[config.mk]
export PLATFORM = sky130hd
export DESIGN_NAME = mem_stage
export DESIGN_NICKNAME = d
export VERILOG_FILES = /design/src/verilog/mem_stage_pkg.sv /design/src/verilog/mem_stage.sv /design/src/verilog/wb_master.sv /design/src/verilog/load_align.sv /design/src/verilog/store_align.sv /design/src/verilog/pipe_reg.sv
export VERILOG_INCLUDE_DIRS = /design/src /design/src/verilog
export SDC_FILE = /design/constraint.sdc
export NUM_CORES = 1
export LEC_CHECK = 0
export ABC_AREA = 1
export BUFFER_PORTS_ARGS = -buffer_cell sky130_fd_sc_hd__buf_2
export CELL_PAD_IN_SITES_DETAIL_PLACEMENT = 1
export CELL_PAD_IN_SITES_GLOBAL_PLACEMENT = 1
export CORE_MARGIN = 4
export CORE_UTILIZATION = 47
export CTS_BUF_LIST = sky130_fd_sc_hd__clkbuf_8
export CTS_CLUSTER_DIAMETER = 80
export DETAILED_ROUTE_END_ITERATION = 10
export MAX_ROUTING_LAYER = met4
export PLACE_DENSITY_LB_ADDON = 0.1
export SKIP_LAST_GASP = 1
export SYNTH_ARGS = -nofsm -noshare
export SYNTH_HDL_FRONTEND = slang
export SYNTH_SLANG_ARGS = --single-unit
[constraint.sdc]
create_clock -name clk -period 33.2 [get_ports clk]
set_input_delay 3.32 -clock clk [delete_from_list [all_inputs] [get_ports clk]]
set_output_delay 3.32 -clock clk [all_outputs]
set_load 0.01 [all_outputs]
[src/verilog/mem_stage_settings.svh]
// RV64 only with a 32-bit byte address and eight byte lanes on a single Wishbone port
`ifndef MEM_STAGE_SETTINGS_SVH
`define MEM_STAGE_SETTINGS_SVH

// ******************************
// datapath widths
// ******************************
`define XLEN 64        // integer register and bus word width

// ******************************
// bus and register file
// ******************************
`define ADDR_W 32      // wishbone byte address
`define SEL_W 8        // one select per byte of XLEN
`define REG_ID_W 5     // x0..x31

`endif
[src/verilog/mem_stage_pkg.sv]
// op and writeback encodings are fixed by the execute stage, keep them in step with it
`include "mem_stage_settings.svh"

package mem_stage_pkg;

    // memory op, already decoded upstream
    typedef enum logic [3:0] {
        op_none,
        op_lb, op_lh, op_lw, op_ld,   // signed loads
        op_lbu, op_lhu, op_lwu,       // zero-extended loads
        op_sb, op_sh, op_sw, op_sd    // stores
    } mem_op_t;

    // writeback source for non-load ops
    typedef enum logic [1:0] {
        src_none,
        src_alu,
        src_link,   // pc + 4
        src_csr     // old csr value rides in src2
    } wb_src_t;

    // stage register payload
    typedef struct packed {
        logic [`XLEN-1:0]     pc;
        mem_op_t              op;
        wb_src_t              wb_src;
        logic [`REG_ID_W-1:0] rd;
        logic [`REG_ID_W-1:0] rs2;
        logic [`XLEN-1:0]     alu;    // result or effective address
        logic [`XLEN-1:0]     src2;   // store data or csr value
    } stage_req_t;

    // output register payload
    typedef struct packed {
        logic [`XLEN-1:0]     pc;
        logic [`REG_ID_W-1:0] rd;
        logic                 wen;
        logic [`XLEN-1:0]     data;
    } wb_result_t;

endpackage

[src/verilog/mem_stage.sv]
// one memory access in flight, aligned accesses only, and store data forwarded from the last result
`timescale 1ns/1ps
`include "mem_stage_settings.svh"

module mem_stage import mem_stage_pkg::*; (
    input  logic                 clk,
    input  logic                 rst,
    // from execute
    input  logic                 in_valid,
    output logic                 in_ready,
    input  logic [`XLEN-1:0]     in_pc,
    input  mem_op_t              in_op,
    input  wb_src_t              in_wb_src,
    input  logic [`REG_ID_W-1:0] in_rd,
    input  logic [`REG_ID_W-1:0] in_rs2,
    input  logic [`XLEN-1:0]     in_alu,
    input  logic [`XLEN-1:0]     in_src2,
    // to writeback
    output logic                 out_valid,
    input  logic                 out_ready,
    output logic [`XLEN-1:0]     out_pc,
    output logic [`REG_ID_W-1:0] out_rd,
    output logic                 out_wen,
    output logic [`XLEN-1:0]     out_data,
    // wishbone
    output logic                 wb_cyc,
    output logic                 wb_stb,
    output logic                 wb_we,
    output logic [`ADDR_W-1:0]   wb_adr,
    output logic [`XLEN-1:0]     wb_dat_w,
    output logic [`SEL_W-1:0]    wb_sel,
    input  logic [`XLEN-1:0]     wb_dat_r,
    input  logic                 wb_ack
);

    stage_req_t        in_req, st_q;
    wb_result_t        res_d, res_q;
    logic              st_valid, st_take;
    logic              res_valid, res_ready;
    logic              st_is_load, st_is_store, st_is_mem;
    logic              acc_done, done, start, mem_ok;
    logic              fwd_seen, fwd_hit;
    logic [`XLEN-1:0]  store_src, st_wdata, rdata, load_data, wb_value;
    logic [`SEL_W-1:0] st_sel;
    logic              wen;

    assign in_req = '{pc: in_pc, op: in_op, wb_src: in_wb_src, rd: in_rd,
                      rs2: in_rs2, alu: in_alu, src2: in_src2};

    // ******************************
    // stage register
    // ******************************
    pipe_reg #(.payload_t(stage_req_t)) u_stage_reg (
        .clk(clk), .rst(rst),
        .in_valid(in_valid), .in_ready(in_ready), .in_data(in_req),
        .out_valid(st_valid), .out_ready(st_take), .out_data(st_q)
    );

    assign st_is_load  = st_q.op inside {op_lb, op_lh, op_lw, op_ld, op_lbu, op_lhu, op_lwu};
    assign st_is_store = st_q.op inside {op_sb, op_sh, op_sw, op_sd};
    assign st_is_mem   = st_is_load || st_is_store;

    // access finished, or no access needed
    assign mem_ok  = !st_is_mem || acc_done || done;
    assign st_take = mem_ok && res_ready;
    // done masks the gap between ack and acc_done
    assign start   = st_valid && st_is_mem && !acc_done && !done && !wb_cyc;

    always_ff @(posedge clk) begin
        if (rst) begin
            acc_done <= 1'b0;
        end else if (st_valid && st_take) begin
            acc_done <= 1'b0;   // next instruction starts fresh
        end else if (done) begin
            acc_done <= 1'b1;   // parked until the output register frees
        end
    end

    // forward the last result into store data
    always_ff @(posedge clk) begin
        if (rst) begin
            fwd_seen <= 1'b0;
        end else if (res_valid && res_ready) begin
            fwd_seen <= 1'b1;
        end
    end

    assign fwd_hit   = fwd_seen && res_q.wen && res_q.rd != '0 && res_q.rd == st_q.rs2;
    assign store_src = fwd_hit ? res_q.data : st_q.src2;

    // ******************************
    // memory access
    // ******************************
    store_align u_store_align (
        .op(st_q.op), .offset(st_q.alu[2:0]), .src(store_src),
        .data(st_wdata), .sel(st_sel)
    );

    wb_master u_wb_master (
        .clk(clk), .rst(rst),
        .start(start), .write(st_is_store),
        .adr({st_q.alu[`ADDR_W-1:3], 3'b000}),   // doubleword address, lanes via sel
        .dat(st_wdata), .sel(st_sel), .rdata(rdata), .done(done),
        .wb_cyc(wb_cyc), .wb_stb(wb_stb), .wb_we(wb_we), .wb_adr(wb_adr),
        .wb_dat_w(wb_dat_w), .wb_sel(wb_sel), .wb_dat_r(wb_dat_r), .wb_ack(wb_ack)
    );

    load_align u_load_align (
        .op(st_q.op), .offset(st_q.alu[2:0]), .word(rdata), .data(load_data)
    );

    // ******************************
    // writeback select
    // ******************************
    always_comb begin
        if (st_is_load) begin
            wb_value = load_data;   // load wins over wb_src
        end else begin
            case (st_q.wb_src)
                src_alu:  wb_value = st_q.alu;
                src_link: wb_value = st_q.pc + `XLEN'(4);
                src_csr:  wb_value = st_q.src2;
                default:  wb_value = '0;
            endcase
        end
    end

    assign wen = st_q.rd != '0 && (st_is_load || (!st_is_store && st_q.wb_src != src_none));

    assign res_valid = st_valid && mem_ok;
    assign res_d     = '{pc: st_q.pc, rd: st_q.rd, wen: wen, data: wb_value};

    pipe_reg #(.payload_t(wb_result_t)) u_out_reg (
        .clk(clk), .rst(rst),
        .in_valid(res_valid), .in_ready(res_ready), .in_data(res_d),
        .out_valid(out_valid), .out_ready(out_ready), .out_data(res_q)
    );

    assign out_pc   = res_q.pc;
    assign out_rd   = res_q.rd;
    assign out_wen  = res_q.wen;
    assign out_data = res_q.data;

endmodule

[src/verilog/wb_master.sv]
// Wishbone classic only, one transfer per start, no retry or error and no pipelined mode
`timescale 1ns/1ps
`include "mem_stage_settings.svh"

module wb_master (
    input  logic               clk,
    input  logic               rst,
    // request side
    input  logic               start,   // one cycle, only while idle
    input  logic               write,
    input  logic [`ADDR_W-1:0] adr,
    input  logic [`XLEN-1:0]   dat,
    input  logic [`SEL_W-1:0]  sel,
    output logic [`XLEN-1:0]   rdata,   // held until the next read
    output logic               done,
    // wishbone
    output logic               wb_cyc,
    output logic               wb_stb,
    output logic               wb_we,
    output logic [`ADDR_W-1:0] wb_adr,
    output logic [`XLEN-1:0]   wb_dat_w,
    output logic [`SEL_W-1:0]  wb_sel,
    input  logic [`XLEN-1:0]   wb_dat_r,
    input  logic               wb_ack
);

    typedef enum logic {st_idle, st_busy} state_t;

    state_t state;

    // ******************************
    // control FSM
    // ******************************
    always_ff @(posedge clk) begin
        if (rst) begin
            state  <= st_idle;
            wb_cyc <= 1'b0;
            wb_stb <= 1'b0;
            done   <= 1'b0;
        end else begin
            done <= 1'b0;   // pulse
            case (state)
                st_idle: if (start) begin
                    state  <= st_busy;
                    wb_cyc <= 1'b1;
                    wb_stb <= 1'b1;
                end
                st_busy: if (wb_ack) begin
                    state  <= st_idle;
                    wb_cyc <= 1'b0;   // both drop on the ack edge
                    wb_stb <= 1'b0;
                    done   <= 1'b1;
                end
            endcase
        end
    end

    // request latched at start, read data on ack
    always_ff @(posedge clk) begin
        if (state == st_idle && start) begin
            wb_we    <= write;
            wb_adr   <= adr;
            wb_dat_w <= dat;
            wb_sel   <= write ? sel : '1;   // reads take the whole word
        end
        if (state == st_busy && wb_ack && !wb_we) begin
            rdata <= wb_dat_r;
        end
    end

    // ******************************
    // checks
    // ******************************
    a_stb_held: assert property (@(posedge clk) disable iff (rst)
        wb_stb && !wb_ack |=> wb_stb && wb_cyc && $stable({wb_we, wb_adr, wb_sel, wb_dat_w}))
        else $error("%0t wb_master: strobe dropped or request moved before ack", $time);

    // the stage must wait for done before the next request
    a_no_start_busy: assert property (@(posedge clk) disable iff (rst)
        start |-> state == st_idle)
        else $error("%0t wb_master: start while busy", $time);

endmodule

[src/verilog/load_align.sv]
// assumes an aligned load, the low offset bits below the access size are ignored
`timescale 1ns/1ps
`include "mem_stage_settings.svh"

module load_align import mem_stage_pkg::*; (
    input  mem_op_t          op,
    input  logic [2:0]       offset,   // address bits 2..0
    input  logic [`XLEN-1:0] word,     // full read word from the bus
    output logic [`XLEN-1:0] data
);

    logic [7:0]  byte_v;
    logic [15:0] half_v;
    logic [31:0] word_v;

    // slices picked by lane
    assign byte_v = word[{offset, 3'b000} +: 8];
    assign half_v = word[{offset[2:1], 4'b0000} +: 16];   // bit 0 dropped
    assign word_v = word[{offset[2], 5'b00000} +: 32];

    always_comb begin
        case (op)
            // sign extended
            op_lb:  data = {{(`XLEN - 8){byte_v[7]}}, byte_v};
            op_lh:  data = {{(`XLEN - 16){half_v[15]}}, half_v};
            op_lw:  data = {{(`XLEN - 32){word_v[31]}}, word_v};
            op_ld:  data = word;
            // zero extended
            op_lbu: data = `XLEN'(byte_v);
            op_lhu: data = `XLEN'(half_v);
            op_lwu: data = `XLEN'(word_v);
            default: data = '0;   // stores and none
        endcase
    end

endmodule

[src/verilog/store_align.sv]
// naturally aligned stores only, a misaligned offset is flagged and never split over two words
`timescale 1ns/1ps
`include "mem_stage_settings.svh"

module store_align import mem_stage_pkg::*; (
    input  mem_op_t           op,
    input  logic [2:0]        offset,   // address bits 2..0
    input  logic [`XLEN-1:0]  src,
    output logic [`XLEN-1:0]  data,
    output logic [`SEL_W-1:0] sel
);

    logic [`XLEN-1:0]  low_part;   // access slice at lane 0
    logic [`SEL_W-1:0] size_sel;   // selects at lane 0
    logic              misaligned;

    always_comb begin
        case (op)
            op_sb: begin
                low_part = `XLEN'(src[7:0]);
                size_sel = `SEL_W'(8'h01);
            end
            op_sh: begin
                low_part = `XLEN'(src[15:0]);
                size_sel = `SEL_W'(8'h03);
            end
            op_sw: begin
                low_part = `XLEN'(src[31:0]);
                size_sel = `SEL_W'(8'h0f);
            end
            op_sd: begin
                low_part = src;
                size_sel = '1;
            end
            default: begin   // loads and none
                low_part = '0;
                size_sel = '0;
            end
        endcase
        data = low_part << {offset, 3'b000};   // byte lane shift
        sel  = size_sel << offset;
    end

    // natural alignment per size
    always_comb begin
        case (op)
            op_sh:   misaligned = offset[0];
            op_sw:   misaligned = |offset[1:0];
            op_sd:   misaligned = |offset;
            default: misaligned = 1'b0;
        endcase
    end

    a_store_aligned: assert final (!misaligned)
        else $error("%0t store_align: %s at offset %0d", $time, op.name(), offset);

endmodule

[src/verilog/pipe_reg.sv]
// single entry with no bypass of an empty slot, so every item costs at least one cycle
`timescale 1ns/1ps

module pipe_reg #(
    parameter type payload_t = logic
) (
    input  logic     clk,
    input  logic     rst,
    input  logic     in_valid,
    output logic     in_ready,
    input  payload_t in_data,
    output logic     out_valid,
    input  logic     out_ready,
    output payload_t out_data
);

    logic     full;     // slot holds an item
    payload_t data_q;

    // free now, or freed by the consumer this cycle
    assign in_ready  = !full || out_ready;
    assign out_valid = full;
    assign out_data  = data_q;

    always_ff @(posedge clk) begin
        if (rst) begin
            full <= 1'b0;
        end else if (in_ready) begin
            full <= in_valid;   // drains when nothing new comes
        end
    end

    // payload only moves on a handshake
    always_ff @(posedge clk) begin
        if (in_valid && in_ready) begin
            data_q <= in_data;
        end
    end

    // ******************************
    // checks
    // ******************************

    // held item keeps its payload until the consumer takes it
    a_hold_stable: assert property (@(posedge clk) disable iff (rst)
        out_valid && !out_ready |=> out_valid && $stable(out_data))
        else $error("%0t pipe_reg: payload changed while held", $time);

endmodule

==> impl_summary.md, run 1 <==
Critical path
The class of the most critical setup path is primary input to output port. The critical path contains buffers and inverters numbering 3 combined. The launching instance or port of the critical path is out_ready.

Counting stages on the worst path, the most repeated cell is nand2_1. The worst path required time is 29.88 ns. In this design, the largest share of critical-path delay is due to simple AND/OR/NAND/NOR gates. The master of the slowest instance on the critical path is nand2_1.

The critical path goes through buf_2 -> inv_1 -> nand2_1 -> nand2_1 -> nand2_1 -> buf_2. Along the worst path, the maximum fanout reaches 3. The worst setup path is launched from a primary input. The delay of the slowest critical-path stage is 0.21 ns. The data arrival time of the critical path is 4.00 ns. The worst setup path is captured at an output port.

In this run the critical register-to-register path is launched from u_stage_reg.out_data[140].

Routing
The total via count after detailed routing is 23000. After detailed routing, no signal wire sits above met4. In the final routed layout, each cell accounts on average for 29.8 microns. The met2 routed wirelength is 52900 microns. The number of detailed-route iterations in the first pass is 6. The per-cell via count in the routed design is 6.11. The number of design-rule violations left by the first detailed-router iteration is 3305. For this block, the routed nets add up to 112000 microns of wire. Once detail routing completed, the nets flagged for antenna violations numbered 0.

The routed length on met3 is 11500 microns. After detailed routing, the number of remaining DRC violations is 0. The total routed wire length on the met1 layer is 42100 microns.

Pwr
The ratio of total power to cell area is 51.7 mW/mm^2. The worst vdd rail ir drop is 0.0500 mV. For this design the static power due to leakage is 12.3 nW. After layout, the design draws a total of 1.52 mW.

Synth
The portion of synthesized area spent on multiplexers is 0.00162. The distinct cell type count after synthesis is 49. The cell type with the largest total area after synthesis is edfxtp_1. The post-synthesis share of cell area spent on and, or, nand and nor gates is 0.242. The adder-cell share of the synthesized area is 0.000507. Counting instances in the post-synthesis netlist gives the leading cell types as nand2_1, edfxtp_1, nand3_1. The cell count after synthesis came out at 2494.

In the synthesized netlist the dominant register cell turns out to be edfxtp_1. The synthesized area per cell is 9.89 sq um. The proportion of register bits with asynchronous set or reset after synthesis is 0. After synthesis, the cell types taking the most area are edfxtp_1, nand2_1, nand3_1. The synthesized design contains 508 enable-type register cells.

By area, the combinational part of the netlist is dominated by simple AND/OR/NAND/NOR gates. The number of warning messages in the yosys log is 0. The post-synthesis register bit count is 515. The share of the Yosys chip area taken by registers is 0.624. The total standard cell area after synthesis is 0.0247 sq mm.

In the post-synthesis netlist, the cell with the most instances is nand2_1. The share of the synthesized area in compound gates (AO/OA/AOI/OAI) is 0.0604. The area fraction of the dominant cell type after synthesis is 0.618. Of the total synthesized cell area, the portion taken by XOR and XNOR cells is 0.00177.

Die
The width of the die is 237 microns. For this configuration, the core starts out at a cell density of 0.478. The core area is 0.0516 sq mm. For this design the top-level I/O count stands at 520.

The y dimension of the die is 237 microns. The standard-cell row count is 83. The die covers 0.0562 sq mm.

Place
The count of buffers inserted at the top-level ports is 516. The post-detailed-placement half-perimeter wirelength is 84700 microns. The pre-CTS setup slack is 25.88 ns.

The congestion estimate from routability-driven global placement came to 1.04.

Clock tree
Post-CTS timing repair inserted 0 buffers for setup. After clock tree synthesis, the clock-pin slew on the worst setup and hold paths is 0.07 ns. The tree built by TritonCTS fans out to 515 sinks. Buffers inserted during clock tree synthesis total 86. In this run the deepest clock path goes through 3 buffers. The post-cts repair resize count is 0.

The clock latency on the worst-skew pair is 0.71 ns. The quantity of hold-fixing buffers added after cts is 0. The root buffer cell chosen for the clock tree is clkbuf_8. The H-tree generated during clock tree synthesis spans 3 levels.

TritonCTS built the clock tree.

Run status
The flow ran to the end, and the final reports show no timing, DRC or antenna violations.

Final layout
Relative to the synthesized area, the layout overhead comes to 19.0%. The post-route core utilization is 0.569. In the final layout, the share of cells above drive strength 1 is 0.230. The final net count is 3270.

STA
The minimum clock period after layout is 7.32 ns. Clock skew on the completed layout was measured at 0.0440 ns. Setup repair after global routing left no endpoint under its margin. The setup violation total in the final timing report is 0. Measured against its own limit, the worst slew margin works out to 0.237. Static timing analysis puts the maximum clock frequency at 137 MHz. For the final routed database, the setup TNS stands at 0 ns. The final worst setup slack is 25.88 ns.

The final count of pins violating max slew is 0. At the pin with the least slew margin, the transition time is 1.14 ns. The number of endpoints with negative hold slack in the final report is 0. The final clock period utilization by the worst path is 0.220. Hold is met by 0.465 ns.

GRT
The via count of the first global-routing pass is 23100. The aggregate global-route resource usage is 0.398. Summed over all layers, the global routing overflow is 0. Entering global routing, the biggest net connects 85 pins. The global-route wire length before repair is 159000 microns. The number of antenna violations at the first check in global routing is 9.

Run
The number of max-cap violations is 0.

Worst hold path
The worst hold path belongs to the class register to register. The startpoint of the most critical hold path is u_stage_reg.out_data[87].
[power breakdown]
part | internal (mW) | total (mW) | switching, mW | leakage [nW]
Combinational | 0.0502 | 0.187 | 0.137 | 6.54
Clock | 0.265 | 0.543 | 0.278 | 0.867
Sequential | 0.760 | 0.787 | 0.0263 | 4.85
Total | 1.08 | 1.52 | 0.441 | 12.3
[layout make-up]
class,count,area (sq um)
inverter,289,1090
fill,5960,22200
clock inverter,70,379
multi-input combinational,1559,7640
clock buffer,88,1210
tap,680,851
sequential,515,15400
antenna,12,30.0
timing repair buffer,541,2770
[final timing paths]
check | to | slack [ns] | cells after the start
hold / removal | u_wb_master.wb_adr[23] | 0.47 | 0
setup reg to reg | u_out_reg.out_data[59] | 28.64 | 10
setup / recovery | in_ready | 25.88 | 6
hold reg to reg | u_wb_master.wb_adr[23] | 0.47 | 0
[state kept, by name, indices dropped and copies added, names as in the netlist, 8 cells and up]
name	flops
u_wb_master.wb_adr	29
u_wb_master.wb_dat_w	64
u_wb_master.rdata	64
u_wb_master.wb_sel	8
u_out_reg.out_data	134
u_stage_reg.out_data	208
[stage by stage]
stage / instance area (sq um) / std cells
final: 29400 / 3754
after global routing: 29400 / 3751
after CTS: 29300 / 3742
after detailed placement: 27700 / 3584
after global placement: 27700 / 3584
after floorplan: 24700 / 2496
[cells in the final DEF (no fill, tap or decap), types with 3 or more instances in the layout]
master / count
nand2_2: 9
nor2_1: 157
o31ai_1: 3
edfxtp_1: 508
o21ai_0: 82
nor3_1: 36
a31oi_1: 8
a21oi_1: 62
o221ai_1: 14
nand4_1: 197
clkinvlp_4: 7
inv_2: 5
o2111ai_1: 10
clkbuf_8: 88
clkinv_1: 30
dfxtp_1: 7
inv_1: 298
clkinv_2: 11
buf_2: 516
nor4_1: 5
o22ai_1: 15
nand2_1: 565
o21bai_1: 7
diode_2: 12
or2_2: 6
buf_4: 25
xor2_1: 4
nand3_1: 296
o21ai_1: 3
nor2_4: 13
mux2i_1: 4
o211ai_1: 33
nor2_2: 6
conb_1: 3
[logic make-up after synthesis]
logic type	count (synthesis)
compound gates	247
simple gates	1299
other cells	1
fa+ha+maj	1
mux	4
flops	515
xor+xnor	5
buf+inv	422
[routing by layer]
layer  up-vias  global-route usage
li1       9813                   -
met1     11300               0.508
met2      1576               0.622
met3       263              0.0776
met4         0               0.176
met5         -                   -
[worst reg2reg max path: stages, from the launching register on]
cell and delay [ns]:
edfxtp_1 0.48, nor2_1 0.36, a21oi_2 0.15, inv_2 0.07
buf_4 0.59, a21oi_1 0.28, inv_1 0.15, nand2_1 0.17
nor2_4 0.12, buf_4 0.76, buf_4 0.93
(Power assumes the default switching activity.)
==> run 2, diff against run 1 <==
--- a/config.mk
+++ b/config.mk
@@ -11,7 +11,7 @@
 export CELL_PAD_IN_SITES_DETAIL_PLACEMENT = 1
 export CELL_PAD_IN_SITES_GLOBAL_PLACEMENT = 1
 export CORE_MARGIN = 4
-export CORE_UTILIZATION = 47
+export CORE_UTILIZATION = 44
 export CTS_BUF_LIST = sky130_fd_sc_hd__clkbuf_8
 export CTS_CLUSTER_DIAMETER = 80
 export DETAILED_ROUTE_END_ITERATION = 10
==> constraint.sdc (replaced) <==
create_clock -name clk -period 7.1 [get_ports clk]
set_input_delay 0.71 -clock clk [delete_from_list [all_inputs] [get_ports clk]]
set_output_delay 0.71 -clock clk [all_outputs]
set_load 0.01 [all_outputs]
==> impl_summary.md, run 2 (same netlist as run 1, synthesis figures left out) <==
Die
The full die area is 0.0599 sq mm (was 0.0562 sq mm). The width of the die was 245 microns (was 237 microns). The core area is 0.0553 sq mm (was 0.0516 sq mm). The y dimension of the die is 245 microns (was 237 microns). The starting density of the core is 0.446 (was 0.478). The standard-cell row count is 86 (was 83). The I/O pin count is 520 (unchanged).

Worst hold path
The number of cells on the worst hold path is 1 (was 0). The type of the worst min-delay path is primary input to register (was register to register). The startpoint of the most critical hold path is in_src2[56] (was u_stage_reg.out_data[87]).

The worst hold endpoint is u_stage_reg.out_data[56] (was u_wb_master.wb_adr[23]).

Critical path
The setup slack of the worst register-to-register path is 2.61 ns (was 28.64 ns). The category of the worst setup path launch point is a register (was primary input). The class of the most critical setup path was register to register (was primary input to output port).

The worst path required time is 7.43 ns (was 29.88 ns). The depth of the most critical reg-to-reg path is 10 (unchanged). The origin of the critical flop-to-flop path is u_stage_reg.out_data[140] (unchanged).

The data arrival time of the critical path was 4.82 ns (was 4.00 ns). The maximum fanout encountered on the critical timing path is 161 (was 3). The reg-to-reg endpoint is u_stage_reg.out_data[164] (was u_out_reg.out_data[59]).

The kind of capture point of the worst setup path is a register (was output port).

Final layout
The commonest non-fill, non-tap cell in the layout is nand2_1 (unchanged). The share of layout cells above drive strength 1 is 0.231 (was 0.230). The final net count was 3273 (was 3270). The relative area change from synthesis to final layout is 19.5% (was 19.0%). Commonest cells after routing, fill and taps aside: nand2_1, buf_2, edfxtp_1 (unchanged). The final cell count without fillers is 3817 (was 3754).

The number of flip-flops in the largest register came to 208 (unchanged).

GRT
The maximum number of pins on one net before global-route repair came to 162 (was 85). The global-route wire length before repair is 161000 microns (was 159000 microns). The number of antenna violations at the first check in global routing is 10 (was 9). The routing usage on met2 is 0.594 (was 0.622).

The routing usage on met1 came to 0.481 (was 0.508). The total congestion overflow after global routing is 0 (unchanged). The met3 track utilization from global routing is 0.0754 (was 0.0776). The aggregate global-route resource usage was 0.380 (was 0.398).

The via count of the first global-routing pass is 23100 (about the same). The busiest layer in global routing is met2 (unchanged).

Routing
The per-cell via count in the routed design came to 5.97 (was 6.11). The number of detailed-route iterations in the first pass was 6 (unchanged). The wire length reported by the detailed router is 113000 microns (was 112000 microns).

The detailed-route wire length per cell is 29.7 microns (was 29.8 microns). The number of design-rule violations left by the first detailed-router iteration came to 3081 (was 3305). The final antenna-violating net count is 0 (unchanged).

The DRC violations left is 0 (unchanged). The total via count after detailed routing is 22800 (was 23000).

STA
The final clock period utilization by the worst path is 0.633. The max-slew headroom at the worst pin was 0.209 (was 0.237). The total negative slack is 0 ns (unchanged). The setup violation total in the final timing report is 0 (unchanged).

The number of endpoints with negative hold slack in the final report was 0 (unchanged). The final count of pins violating max slew was 0 (unchanged). Setup repair after global routing missed its margin: no (unchanged). The setup skew after layout came to 0.0293 ns (was 0.0440 ns). The slew at the pin closest to its max-slew limit is 1.19 ns (was 1.14 ns). The smallest clock period supported by the final layout is computed as 4.49 ns. Based on the critical path, the design can be clocked at up to 223 MHz.

Run
The number of max-cap violations is 0 (unchanged).

Clock tree
The post-CTS repair timing setup buffer count came to 0 (unchanged). The clock transition at the registers of the reported paths is 0.07 ns (about the same). The clock tree from TritonCTS was yes (unchanged).

The quantity of hold-fixing buffers added after cts is 0 (unchanged). The number of H-tree levels is 3 (unchanged). The number of buffers inserted during clock tree synthesis was 89 (was 86). The post-cts repair resize count is 0 (unchanged). The number of clock sinks seen by CTS came to 515 (unchanged). The clock tree root driver cell was clkbuf_8 (unchanged). The clock latency on the worst-skew pair is 0.71 ns (about the same). The maximum count of clock buffers along a single path is 3 (unchanged).

Pwr
The worst vdd rail ir drop came to 0.185 mV (was 0.0500 mV). The overall power consumption is 7.12 mW (was 1.52 mW). The ratio of total power to cell area is 242 mW/mm^2 (was 51.7 mW/mm^2). The static leakage came to 12.3 nW (about the same).

Place
The placed instance count is 3652 (was 3584). The count of buffers inserted at the top-level ports was 516 (unchanged). The post-detailed-placement half-perimeter wirelength is 86400 microns (was 84700 microns). The final RePlAce weighted congestion is 1.03 (was 1.04).

Run status
Status: finished, final reports clean (unchanged).
[run 2: changes by cell type in the layout (fill, tap and decap cells not counted), sizes merged]
cell	before	now
inv	309	307
diode	12	8
clkinv	41	46
clkinvlp	7	1
clkbuf	88	90
[run 2: final cells by class]
type	instances	area (sq um)
antenna	8	20.0
clock buffer	90	1240
clock inverter	67	374
fill	6442	25800
inverter	289	1090
multi-input combinational	1559	7640
sequential	515	15400
tap	748	936
timing repair buffer	541	2780
[run 2: critical path: stages (launching register included)]
cell      delay (ns)
edfxtp_1        0.48
nor2_1          0.39
a21oi_2         0.15
inv_2           0.07
buf_4           0.56
a21oi_1         0.20
inv_1           0.12
nand2_1         0.18
a21oi_4         0.41
buf_12          0.62
buf_4           0.59
[run 2: how the worst max path moves through the flow]
stage	startpoint	endpoint	slack (ns)	cells after the start
after global routing	u_stage_reg.out_data[140]	u_stage_reg.out_data[164]	2.41	10
final	u_stage_reg.out_data[140]	u_stage_reg.out_data[164]	2.61	10
after global placement	u_stage_reg.out_data[140]	u_stage_reg.out_data[164]	2.95	10
after CTS	u_stage_reg.out_data[140]	u_stage_reg.out_data[168]	2.69	10
after floorplan	u_stage_reg.out_data[140]	acc_done	1.80	10
after detailed placement	u_stage_reg.out_data[140]	u_stage_reg.out_data[164]	2.72	10
[run 2: per-layer routing]
metal / wire length (microns) / share of wire
met1: 43900 / 0.39
met2: 52700 / 0.47
met3: 10300 / 0.091
met4: 6320 / 0.056
met5: 0 / 0
[run 2: power breakdown]
group / switching [mW] / internal [mW]
Combinational: 0.626 / 0.236
Sequential: 0.129 / 3.56
Clock: 1.31 / 1.26
Total: 2.07 / 5.06
[run 2: metrics by stage]
stage / hold WS (ns) / cell area [sq um] / setup slack [ns] / util
after global routing: 0.138 / 29500 / 2.41 / 0.533
after CTS: 0.108 / 29500 / 2.69 / 0.533
after global placement: 0.434 / 27800 / 2.95 / 0.503
after floorplan: 0.420 / 24700 / 1.80 / -
after detailed placement: 0.449 / 27800 / 2.72 / 0.503
final: 0.173 / 29500 / 2.61 / 0.533
